File: config.mk
export PLATFORM = sky130hd
export DESIGN_NAME = trace_checker_top
export DESIGN_NICKNAME = d
export VERILOG_FILES = /design/src/design/checker_pkg.sv /design/src/design/rvfi_pkg.sv /design/src/design/axil_status_regs.sv /design/src/design/mem_access_tracker.sv /design/src/design/rvfi_cause_checker.sv /design/src/design/trace_checker_top.sv /design/src/design/violation_log.sv
export SDC_FILE = /design/constraint.sdc
export NUM_CORES = 1
export LEC_CHECK = 0
export BUFFER_PORTS_ARGS = -buffer_cell sky130_fd_sc_hd__buf_2
export CAP_MARGIN = 20
export CORE_ASPECT_RATIO = 0.8
export CORE_MARGIN = 2
export CORE_UTILIZATION = 50
export CTS_CLUSTER_SIZE = 30
export DETAILED_ROUTE_END_ITERATION = 10
export PLACE_DENSITY = 0.77
export REMOVE_ABC_BUFFERS = 1
export SLEW_MARGIN = 40
export SYNTH_ARGS = -nofsm -noshare
export SYNTH_HDL_FRONTEND = slang
export SYNTH_SLANG_ARGS = --single-unit
File: constraint.sdc
create_clock -name clk_i -period 8.7 [get_ports clk_i]
set_input_delay 1.74 -clock clk_i [delete_from_list [all_inputs] [get_ports clk_i]]
set_output_delay 1.74 -clock clk_i [all_outputs]
set_load 0.05 [all_outputs]
File: src/design/checker_pkg.sv
// Checker-side definitions: violation kinds, the status register map and
// the AXI4-Lite request and response structs of the host port.
// Shared by the checkers, the violation log and the register slave.
package checker_pkg;

  localparam int NUM_VIOL = 6;

  // Encoding doubles as the bit index in viol_vec_t
  typedef enum logic [2:0] {
    DBG_CAUSE      = 3'd0,
    EXC_CAUSE      = 3'd1,
    IRQ_CAUSE      = 3'd2,
    MISSING_CAUSE  = 3'd3,
    HANDLER_ORDER  = 3'd4,
    MEM_OVERREPORT = 3'd5
  } viol_kind_e;

  typedef logic [NUM_VIOL-1:0] viol_vec_t;
  typedef logic [15:0]         count_t;
  typedef logic [7:0]          reg_addr_t;
  typedef logic [31:0]         axil_data_t;
  typedef logic [1:0]          axil_resp_t;

  localparam count_t COUNT_MAX = 16'hFFFF;

  // Register map
  localparam reg_addr_t REG_FLAGS        = 8'h00;
  localparam reg_addr_t REG_VIOL_COUNT   = 8'h04;
  localparam reg_addr_t REG_RETIRE_COUNT = 8'h08;
  localparam reg_addr_t REG_FIRST_KIND   = 8'h0C;
  localparam reg_addr_t REG_CLEAR        = 8'h10;

  localparam axil_resp_t AXIL_OKAY   = 2'd0;
  localparam axil_resp_t AXIL_SLVERR = 2'd2;

  typedef struct packed {
    reg_addr_t  awaddr;
    logic       awvalid;
    axil_data_t wdata;
    logic       wvalid;
    logic       bready;
    reg_addr_t  araddr;
    logic       arvalid;
    logic       rready;
  } axil_req_t;

  typedef struct packed {
    logic       awready;
    logic       wready;
    logic       bvalid;
    axil_resp_t bresp;
    logic       arready;
    logic       rvalid;
    axil_data_t rdata;
    axil_resp_t rresp;
  } axil_rsp_t;

  typedef struct packed {
    viol_vec_t  flags;
    count_t     viol_count;
    count_t     retire_count;
    logic       first_valid;
    viol_kind_e first_kind;
  } log_status_t;

endpackage

File: src/design/rvfi_pkg.sv
// Types for the RISC-V retirement trace (RVFI) as seen by the trace checker.
// Covers one retired record with a single memory lane and the trap and interrupt
// side-band fields. Import it wherever a record or a cause is handled.
package rvfi_pkg;

  typedef logic [31:0] xlen_t;
  typedef logic [10:0] cause_t;
  typedef logic [2:0]  dbg_cause_t;
  typedef logic [3:0]  byte_mask_t;

  // Debug causes, same encoding as dcsr.cause
  localparam dbg_cause_t DBG_NONE    = 3'd0;
  localparam dbg_cause_t DBG_EBREAK  = 3'd1;
  localparam dbg_cause_t DBG_TRIGGER = 3'd2;
  localparam dbg_cause_t DBG_HALTREQ = 3'd3;
  localparam dbg_cause_t DBG_STEP    = 3'd4;

  // CLIC interrupt IDs run from 0 to 2**CLIC_ID_WIDTH-1
  localparam int CLIC_ID_WIDTH = 5;

  // NMI causes are legal in both interrupt modes
  localparam cause_t NMI_CAUSE_LO = 11'd1024;
  localparam cause_t NMI_CAUSE_HI = 11'd1027;

  typedef struct packed {
    logic       exception;
    logic [5:0] exception_cause;
    logic       debug;
    dbg_cause_t debug_cause;
  } trap_t;

  typedef struct packed {
    logic   interrupt;
    logic   exception;
    cause_t cause;
  } intr_t;

  typedef struct packed {
    logic       valid;
    dbg_cause_t dbg;
    logic       dbg_mode;
    xlen_t      dcsr_rdata;
    xlen_t      mcause_wdata;
    xlen_t      mcause_wmask;
    trap_t      trap;
    intr_t      intr;
    byte_mask_t mem_rmask;
    byte_mask_t mem_wmask;
  } rvfi_rec_t;

endpackage

File: src/design/axil_status_regs.sv
// AXI4-Lite slave for the violation log.
// Reads return the flags, the counters and the first kind; writing bit 0
// of REG_CLEAR pulses clear. Unmapped addresses answer SLVERR.
`timescale 1ns/1ps

module axil_status_regs
  import checker_pkg::*;
(
  input  logic        clk_i,
  input  logic        rst_ni,
  input  axil_req_t   axil_req,
  output axil_rsp_t   axil_rsp,
  input  log_status_t status,
  output logic        clear
);

  typedef enum logic {W_IDLE, W_RESP} wr_state_e;
  typedef enum logic {R_IDLE, R_RESP} rd_state_e;

  wr_state_e  wr_state;
  rd_state_e  rd_state;
  logic       wr_accept;
  logic       rd_accept;
  logic       wr_hit_clear;
  axil_data_t rd_data;
  axil_resp_t rd_resp;
  axil_resp_t bresp_q;
  axil_data_t rdata_q;
  axil_resp_t rresp_q;

  // Address and data are taken together, only while no response is held
  assign wr_accept    = (wr_state == W_IDLE) && axil_req.awvalid && axil_req.wvalid;
  assign rd_accept    = (rd_state == R_IDLE) && axil_req.arvalid;
  assign wr_hit_clear = axil_req.awaddr == REG_CLEAR;
  assign clear        = wr_accept && wr_hit_clear && axil_req.wdata[0];

  always_comb begin
    rd_data = '0;
    rd_resp = AXIL_OKAY;
    case (axil_req.araddr)
      REG_FLAGS:        rd_data = axil_data_t'(status.flags);
      REG_VIOL_COUNT:   rd_data = axil_data_t'(status.viol_count);
      REG_RETIRE_COUNT: rd_data = axil_data_t'(status.retire_count);
      REG_FIRST_KIND:   rd_data = axil_data_t'({status.first_valid, status.first_kind});
      REG_CLEAR:        rd_data = '0;
      default:          rd_resp = AXIL_SLVERR;
    endcase
  end

  always_ff @(posedge clk_i or negedge rst_ni) begin
    if (!rst_ni) begin
      wr_state <= W_IDLE;
      rd_state <= R_IDLE;
    end else begin
      case (wr_state)
        W_IDLE: if (wr_accept) wr_state <= W_RESP;
        W_RESP: if (axil_req.bready) wr_state <= W_IDLE;
        default: wr_state <= W_IDLE;
      endcase
      case (rd_state)
        R_IDLE: if (rd_accept) rd_state <= R_RESP;
        R_RESP: if (axil_req.rready) rd_state <= R_IDLE;
        default: rd_state <= R_IDLE;
      endcase
    end
  end

  // Response payload, held until the master takes it
  always_ff @(posedge clk_i) begin
    if (wr_accept) begin
      bresp_q <= wr_hit_clear ? AXIL_OKAY : AXIL_SLVERR;
    end
    if (rd_accept) begin
      rdata_q <= rd_data;
      rresp_q <= rd_resp;
    end
  end

  always_comb begin
    axil_rsp         = '0;
    axil_rsp.awready = wr_accept;
    axil_rsp.wready  = wr_accept;
    axil_rsp.bvalid  = wr_state == W_RESP;
    axil_rsp.bresp   = bresp_q;
    axil_rsp.arready = rd_accept;
    axil_rsp.rvalid  = rd_state == R_RESP;
    axil_rsp.rdata   = rdata_q;
    axil_rsp.rresp   = rresp_q;
  end

endmodule

File: src/design/mem_access_tracker.sv
// Compares accepted write-buffer handshakes with the memory accesses that
// the trace reports. Raises MEM_OVERREPORT once when the trace gets ahead.
`timescale 1ns/1ps

module mem_access_tracker
  import rvfi_pkg::*;
  import checker_pkg::*;
(
  input  logic      clk_i,
  input  logic      rst_ni,
  input  logic      bus_valid,
  input  logic      bus_ready,
  input  rvfi_rec_t rvfi,
  input  logic      clear,
  output viol_vec_t viol
);

  logic [31:0] bus_cnt;
  logic [31:0] trace_cnt;
  logic [31:0] trace_inc;
  logic        over;
  logic        over_q;

  // Each record reports at most one read and one write
  assign trace_inc = rvfi.valid ? (32'(|rvfi.mem_rmask) + 32'(|rvfi.mem_wmask)) : 32'd0;
  assign over      = trace_cnt > bus_cnt;

  always_ff @(posedge clk_i or negedge rst_ni) begin
    if (!rst_ni) begin
      bus_cnt   <= '0;
      trace_cnt <= '0;
      over_q    <= 1'b0;
      viol      <= '0;
    end else if (clear) begin
      bus_cnt   <= '0;
      trace_cnt <= '0;
      over_q    <= 1'b0;
      viol      <= '0;
    end else begin
      bus_cnt   <= bus_cnt + 32'(bus_valid && bus_ready);
      trace_cnt <= trace_cnt + trace_inc;
      over_q    <= over;
      viol      <= '0;
      viol[MEM_OVERREPORT] <= over && !over_q;
    end
  end

endmodule

File: src/design/rvfi_cause_checker.sv
// Applies the per-record cause and handler-order rules to the RVFI stream.
// One viol bit per broken rule, registered, plus a retire pulse per record.
// Set CLIC to match the interrupt controller of the core under watch.
`timescale 1ns/1ps

module rvfi_cause_checker
  import rvfi_pkg::*;
  import checker_pkg::*;
#(
  parameter bit CLIC = 1'b0
) (
  input  logic      clk_i,
  input  logic      rst_ni,
  input  rvfi_rec_t rvfi,
  output viol_vec_t viol,
  output logic      retire
);

  localparam cause_t CLIC_MAX_ID = cause_t'((1 << CLIC_ID_WIDTH) - 1);

  logic      was_dbg_mode;
  logic      was_exception;
  xlen_t     mcause_masked;
  cause_t    exc_code;
  logic      dbg_entry;
  logic      irq_legal_clint;
  logic      irq_legal_clic;
  logic      irq_legal;
  viol_vec_t viol_d;

  // State of the previous retired record
  always_ff @(posedge clk_i or negedge rst_ni) begin
    if (!rst_ni) begin
      was_dbg_mode  <= 1'b0;
      was_exception <= 1'b0;
    end else if (rvfi.valid) begin
      was_dbg_mode  <= rvfi.dbg_mode;
      was_exception <= rvfi.trap.exception;
    end
  end

  assign mcause_masked = rvfi.mcause_wdata & rvfi.mcause_wmask;
  assign exc_code      = mcause_masked[$bits(cause_t)-1:0];
  assign dbg_entry     = (rvfi.dbg != DBG_NONE) && !was_dbg_mode;

  assign irq_legal_clint = rvfi.intr.cause inside {11'd3, 11'd7, 11'd11, [11'd16:11'd31],
                                                   [NMI_CAUSE_LO:NMI_CAUSE_HI]};
  assign irq_legal_clic  = rvfi.intr.cause inside {[11'd0:CLIC_MAX_ID],
                                                   [NMI_CAUSE_LO:NMI_CAUSE_HI]};
  assign irq_legal       = CLIC ? irq_legal_clic : irq_legal_clint;

  always_comb begin
    viol_d = '0;
    if (rvfi.valid) begin
      viol_d[DBG_CAUSE] = dbg_entry && (rvfi.dbg != rvfi.dcsr_rdata[8:6]);
      // Exception writes its cause to mcause and clears mcause.interrupt
      viol_d[EXC_CAUSE] = rvfi.trap.exception && !rvfi.dbg_mode &&
                          ((exc_code != cause_t'(rvfi.trap.exception_cause)) ||
                           !rvfi.mcause_wmask[31] || rvfi.mcause_wdata[31]);
      viol_d[IRQ_CAUSE] = rvfi.intr.interrupt && !irq_legal;
      viol_d[MISSING_CAUSE] = (rvfi.trap.exception && (rvfi.trap.exception_cause == '0)) ||
                              (rvfi.trap.debug && (rvfi.trap.debug_cause == DBG_NONE)) ||
                              (!CLIC && rvfi.intr.interrupt && (rvfi.intr.cause == '0));
      // Ambiguous handler, or sync handler with no exception before it
      viol_d[HANDLER_ORDER] = (rvfi.intr.exception && rvfi.intr.interrupt) ||
                              (rvfi.intr.exception && !was_exception);
    end
  end

  always_ff @(posedge clk_i or negedge rst_ni) begin
    if (!rst_ni) begin
      viol   <= '0;
      retire <= 1'b0;
    end else begin
      viol   <= viol_d;
      retire <= rvfi.valid;
    end
  end

endmodule

File: src/design/trace_checker_top.sv
// Top of the RVFI trace checker.
// Cause rules and memory accounting feed the violation log, which the
// host reads and clears over AXI4-Lite. CLIC selects the interrupt mode.
`timescale 1ns/1ps

module trace_checker_top
  import rvfi_pkg::*;
  import checker_pkg::*;
#(
  parameter bit CLIC = 1'b0
) (
  input  logic      clk_i,
  input  logic      rst_ni,
  input  rvfi_rec_t rvfi,
  input  logic      bus_valid,
  input  logic      bus_ready,
  input  axil_req_t axil_req,
  output axil_rsp_t axil_rsp,
  output logic      irq_violation
);

  viol_vec_t   viol_cause;
  viol_vec_t   viol_mem;
  logic        retire;
  logic        clear;
  log_status_t status;

  rvfi_cause_checker #(
    .CLIC(CLIC)
  ) u_cause (
    .clk_i (clk_i),
    .rst_ni(rst_ni),
    .rvfi  (rvfi),
    .viol  (viol_cause),
    .retire(retire)
  );

  mem_access_tracker u_mem (
    .clk_i    (clk_i),
    .rst_ni   (rst_ni),
    .bus_valid(bus_valid),
    .bus_ready(bus_ready),
    .rvfi     (rvfi),
    .clear    (clear),
    .viol     (viol_mem)
  );

  violation_log u_log (
    .clk_i        (clk_i),
    .rst_ni       (rst_ni),
    .viol_cause   (viol_cause),
    .viol_mem     (viol_mem),
    .retire       (retire),
    .clear        (clear),
    .status       (status),
    .irq_violation(irq_violation)
  );

  axil_status_regs u_regs (
    .clk_i   (clk_i),
    .rst_ni  (rst_ni),
    .axil_req(axil_req),
    .axil_rsp(axil_rsp),
    .status  (status),
    .clear   (clear)
  );

endmodule

File: src/design/violation_log.sv
// Sticky record of rule violations for the host.
// Holds one flag per kind, a saturating violation count, the retirement
// count and the first kind seen since reset or the last clear.
`timescale 1ns/1ps

module violation_log
  import checker_pkg::*;
(
  input  logic        clk_i,
  input  logic        rst_ni,
  input  viol_vec_t   viol_cause,
  input  viol_vec_t   viol_mem,
  input  logic        retire,
  input  logic        clear,
  output log_status_t status,
  output logic        irq_violation
);

  viol_vec_t               viol_in;
  logic [2:0]              n_new;
  viol_kind_e              first_d;
  logic [$bits(count_t):0] viol_sum;
  viol_vec_t               flags_q;
  count_t                  viol_cnt_q;
  count_t                  retire_cnt_q;
  logic                    first_valid_q;
  viol_kind_e              first_kind_q;

  // Count the new kinds; scan downward so the lowest index ends up in first_d
  always_comb begin
    viol_in = viol_cause | viol_mem;
    n_new   = '0;
    first_d = DBG_CAUSE;
    for (int i = NUM_VIOL - 1; i >= 0; i--) begin
      if (viol_in[i]) begin
        n_new   = n_new + 3'd1;
        first_d = viol_kind_e'(i);
      end
    end
    viol_sum = {1'b0, viol_cnt_q} + ($bits(count_t) + 1)'(n_new);
  end

  always_ff @(posedge clk_i or negedge rst_ni) begin
    if (!rst_ni) begin
      flags_q       <= '0;
      viol_cnt_q    <= '0;
      retire_cnt_q  <= '0;
      first_valid_q <= 1'b0;
      first_kind_q  <= DBG_CAUSE;
    end else if (clear) begin
      flags_q       <= '0;
      viol_cnt_q    <= '0;
      retire_cnt_q  <= '0;
      first_valid_q <= 1'b0;
      first_kind_q  <= DBG_CAUSE;
    end else begin
      flags_q    <= flags_q | viol_in;
      viol_cnt_q <= viol_sum[$bits(count_t)] ? COUNT_MAX : viol_sum[$bits(count_t)-1:0];
      if (retire) begin
        retire_cnt_q <= retire_cnt_q + 16'd1;
      end
      if (!first_valid_q && (|viol_in)) begin
        first_valid_q <= 1'b1;
        first_kind_q  <= first_d;
      end
    end
  end

  assign status = '{flags:        flags_q,
                    viol_count:   viol_cnt_q,
                    retire_count: retire_cnt_q,
                    first_valid:  first_valid_q,
                    first_kind:   first_kind_q};

  assign irq_violation = |flags_q;

endmodule

==> impl_table.tex <==
\begin{tabular}{lr}
\hline
Metric & Value \\
\hline
\multicolumn{2}{l}{\textbf{Status}} \\
\quad Status & finished, final reports clean \\
\multicolumn{2}{l}{\textbf{Layout}} \\
\quad Final instance area & 0.00920 mm² \\
\quad Synthesis-to-layout area growth & 15.4\% \\
\quad Highest-count cells in the layout ignoring fill and taps & 124 x nor2\_1, 118 x dfrtp\_1, 112 x buf\_2 \\
\quad Most frequent standard cell in the layout excluding fill and tap cells & nor2\_1 \\
\quad Net count of the finished layout & 1,163 \\
\quad FILL cells & 1,327 \\
\quad Share of final-layout standard cells stronger than drive strength 1 & 17.8\% \\
\quad Number of diodes added for antenna fixing & 0 \\
\multicolumn{2}{l}{\textbf{Clocking}} \\
\quad CTS tree & done \\
\quad Buffer type at the clock tree root & clkbuf\_16 \\
\quad Post-CTS repair timing setup buffer count & 0 \\
\quad Sinks on the clock net & 136 \\
\quad CTS buffer count & 17 \\
\quad Hold-fix buffers, CTS & 0 \\
\quad Buffer levels on the longest clock path & 2 \\
\quad Clock-pin slew on the worst setup and hold paths & 0.07 ns \\
\quad Number of gates given a new drive strength after cts & 0 \\
\quad Number of levels the H-tree was split into & 4 \\
\quad Worst skew pair latency & 0.42 ns \\
\multicolumn{2}{l}{\textbf{Pwr}} \\
\quad Pint & 1.35 mW \\
\quad Pleak & 4.23 nW \\
\quad Fraction of power consumed by the clock network & 35.1\% \\
\quad Share of power burned in combinational logic & 21.4\% \\
\quad Switching power of the nets & 0.669 mW \\
\quad Pwr/cell area & 220 mW/mm² \\
\quad Sequential power share & 43.5\% \\
\quad Switch share & 33.1\% \\
\quad Worst vdd ir & 0.123 mV \\
\multicolumn{2}{l}{\textbf{Detailed routing}} \\
\quad Initial drt markers & 374 \\
\quad Via total after detailed routing & 6,045 \\
\quad Remaining number of nets flagged by the antenna check after routing & 0 \\
\quad Drt total wl & 16,200 µm \\
\quad Routed length per instance & 14.1 µm \\
\quad Post-detailed-route via-to-cell ratio & 5.25 \\
\quad Post-detailed-route DRC marker count & 0 \\
\quad Pre-antenna DRT Iters & 5 \\
\multicolumn{2}{l}{\textbf{Logic synthesis}} \\
\quad FFs w/ async S/R, synth & 86.8\% \\
\quad Summed instance area of the synthesized netlist & 0.00797 mm² \\
\quad Synth area leaders & dfrtp\_1 37\%, ha\_1 7.5\%, edfxtp\_1 6.8\% \\
\quad Ys flop type & dfrtp\_1 \\
\quad Mean post-synth cell area & 9.69 µm² \\
\quad Yosys warnings & 0 \\
\quad Post-synth top area share & 37.0\% \\
\quad Portion of the post-synthesis area used by sequential elements & 43.8\% \\
\quad Number of register bits inferred by synthesis & 136 \\
\quad Most area-hungry cell type in the Yosys netlist & dfrtp\_1 \\
\quad Post-Synthesis Cells & 823 \\
\quad Count of flip-flops with a built-in enable after synthesis & 18 \\
\quad Number of library cell types mapped by synthesis & 58 \\
\multicolumn{2}{l}{\textbf{Global routing}} \\
\quad Residual overflow from global routing & 0 \\
\quad Global-route wire length before repair & 27,900 µm \\
\quad GRT Util Overall & 20.3\% \\
\quad Maximum number of pins on one net before global-route repair & 100 \\
\quad Initial antenna violation count & 0 \\
\quad Number of global-route vias before repair & 5,823 \\
\multicolumn{2}{l}{\textbf{Worst setup path}} \\
\quad End of the worst register-to-register path & u\_log.viol\_cnt\_q[2] \\
\quad FF-to-FF path depth & 19 \\
\quad Sort of element at the end of the critical path & register \\
\quad Critical path peak fanout & 13 \\
\quad Reg-to-reg setup timing slack & 3.82 ns \\
\quad Classification of the worst setup path & reg -> reg \\
\quad Crit start category & register \\
\quad Data arrival, critical path & 5.20 ns \\
\quad Required time reported for the critical path endpoint & 9.02 ns \\
\quad Reg2Reg Launch Point & u\_cause.viol[4] \\
\multicolumn{2}{l}{\textbf{Timing}} \\
\quad Final sum of negative setup slack & 0 ns \\
\quad Final count of pins violating max slew & 0 \\
\quad Setup repair after global routing missed its margin & no \\
\quad Hold violation total from the final report & 0 \\
\quad Post-layout minimum cycle time & 4.88 ns \\
\quad Transition time of the tightest slew-check pin & 0.757 ns \\
\quad Relative max-transition margin & 49.5\% \\
\quad Share of the clock period used by the worst path & 56.0\% \\
\quad Setup Viol. Count Final & 0 \\
\quad Worst clock skew on the final layout & 0.0104 ns \\
\quad Max Fclk & 0.205 GHz \\
\quad Worst setup slack after layout & 3.82 ns \\
\multicolumn{2}{l}{\textbf{Min path}} \\
\quad Path class of the lowest-slack min-delay path & reg -> reg \\
\quad Hold Path Depth & 1 \\
\quad Hold Path Sink & u\_cause.viol[0] \\
\quad Hold path startpoint & u\_cause.was\_dbg\_mode \\
\multicolumn{2}{l}{\textbf{Floorplan}} \\
\quad Die Y-Extent & 117 µm \\
\quad Floorplan Core Area & 0.0157 mm² \\
\quad FP Rows & 41 \\
\quad Effective utilization at floorplan & 50.8\% \\
\quad Number of placed I/O pins & 232 \\
\quad Die footprint & 0.0170 mm² \\
\quad Die width & 145 µm \\
\multicolumn{2}{l}{\textbf{Place}} \\
\quad Final estimated routing congestion in global placement & 0.828 \\
\quad HPWL after detailed placement & 11,300 µm \\
\quad Minimum setup slack after placement & 3.93 ns \\
\quad Total of buffers placed on input and output ports & 113 \\
\quad Cell Area, Placed & 0.00862 mm² \\
\multicolumn{2}{l}{\textbf{Flow run}} \\
\quad Max Cap Violations & 0 \\
\hline
\end{tabular}
logic make-up (layout without fill, tap and decap cells):
group | count (synthesis) | in the layout | share of synthesized area (%)
AND/OR/NAND/NOR | 338 | 338 | 22.1
flip-flops | 136 | 136 | 43.8
buffers and inverters | 97 | 193 | 5.81
XOR/XNOR | 95 | 95 | 10.7
AO/OA/AOI/OAI | 92 | 92 | 7.03
adder cells (fa/ha/maj) | 50 | 50 | 8.04
multiplexers | 14 | 14 | 2.43
other | 1 | 18 | 0.0470
through the flow:
step,util (%),power (mW),hold WS (ns),std cells
after floorplan,-,1.19,0.406,787
after global placement,54.9,1.29,0.424,1119
after detailed placement,54.9,1.32,0.448,1119
after CTS,58.6,2.03,0.459,1151
after global routing,58.6,2.13,0.484,1151
final,58.6,2.02,0.459,1151
layer usage:
metal,up-vias,part of all wire [%],track usage (%)
li1,3030,-,-
met1,2869,48,27.7
met2,129,47,33.9
met3,17,3.9,3.49
met4,0,1.0,6.60
met5,-,0,0
power groups by stage:
| stage | Clock (mW) | Sequential (mW) | Combinational, mW |
|---|---|---|---|
| 3_5_place_dp | 0 | 0.883 | 0.433 |
| 6_report | 0.709 | 0.879 | 0.433 |
| 2_1_floorplan | 0 | 0.871 | 0.316 |
| 4_1_cts | 0.721 | 0.875 | 0.437 |
| 3_3_place_gp | 0 | 0.879 | 0.413 |
| 5_1_grt | 0.744 | 0.896 | 0.494 |
state kept, by name, summed over array words and instances, names as in the netlist, 3 cells and up:
signal and flops:
u_log.retire_cnt_q 16, u_mem.trace_cnt 32, u_log.viol_cnt_q 16, u_cause.viol 5
u_regs.rdata_q 16, u_mem.bus_cnt 32, u_log.first_kind_q 3, u_log.flags_q 6
cells in the mapped netlist, drive strengths merged (6+ instances only):
cell type and n:
nor4 9, nand2 46, mux2i 7, nand4 41, o21ai 16, nor4b 6
a21o 6, and3 13, nor2b 13, dfrtp 118, and4 9, clkbuf 19
ha 48, buf 34, inv 44, xor2 52, nand3 34, edfxtp 18
or3 11, xnor2 43, a22oi 10, nor2 125, a21oi 43, nor3 14
worst max-delay path by stage:
stage	start	to	slack, ns
after floorplan	axil_req[11]	u_mem.viol[5]	1.85
after global placement	u_cause.viol[4]	u_log.viol_cnt_q[1]	4.08
after detailed placement	u_cause.viol[4]	u_log.viol_cnt_q[2]	3.93
after CTS	u_cause.viol[4]	u_log.viol_cnt_q[2]	3.79
after global routing	u_cause.viol[4]	u_log.viol_cnt_q[2]	3.49
final	u_cause.viol[4]	u_log.viol_cnt_q[2]	3.82
worst max-delay path, cell delays in order (launching register included):
cell      delay [ns]
dfrtp_1         0.40
inv_1           0.11
ha_1            0.39
xnor2_4         0.29
inv_1           0.08
ha_1            0.29
xnor2_1         0.12
and3_1          0.18
a211oi_1        0.32
ha_1            0.21
nand2_1         0.06
xor2_1          0.23
xnor2_1         0.16
xnor2_1         0.13
ha_1            0.37
nor2b_1         0.19
o21a_1          0.25
and4_1          0.26
nand3_1         0.42
a21oi_1         0.32
final cells by class:
type                       instances  area (µm²)  share of cell area, %
multi-input combinational        607        4090                   44.4
tap                              215         269                   2.92
timing repair buffer             117         606                   6.58
clock inverter                    15         158                   1.71
inverter                          44         165                   1.79
sequential                       136        3490                   38.0
clock buffer                      17         425                   4.62
Power figures use the tool's default switching activity.
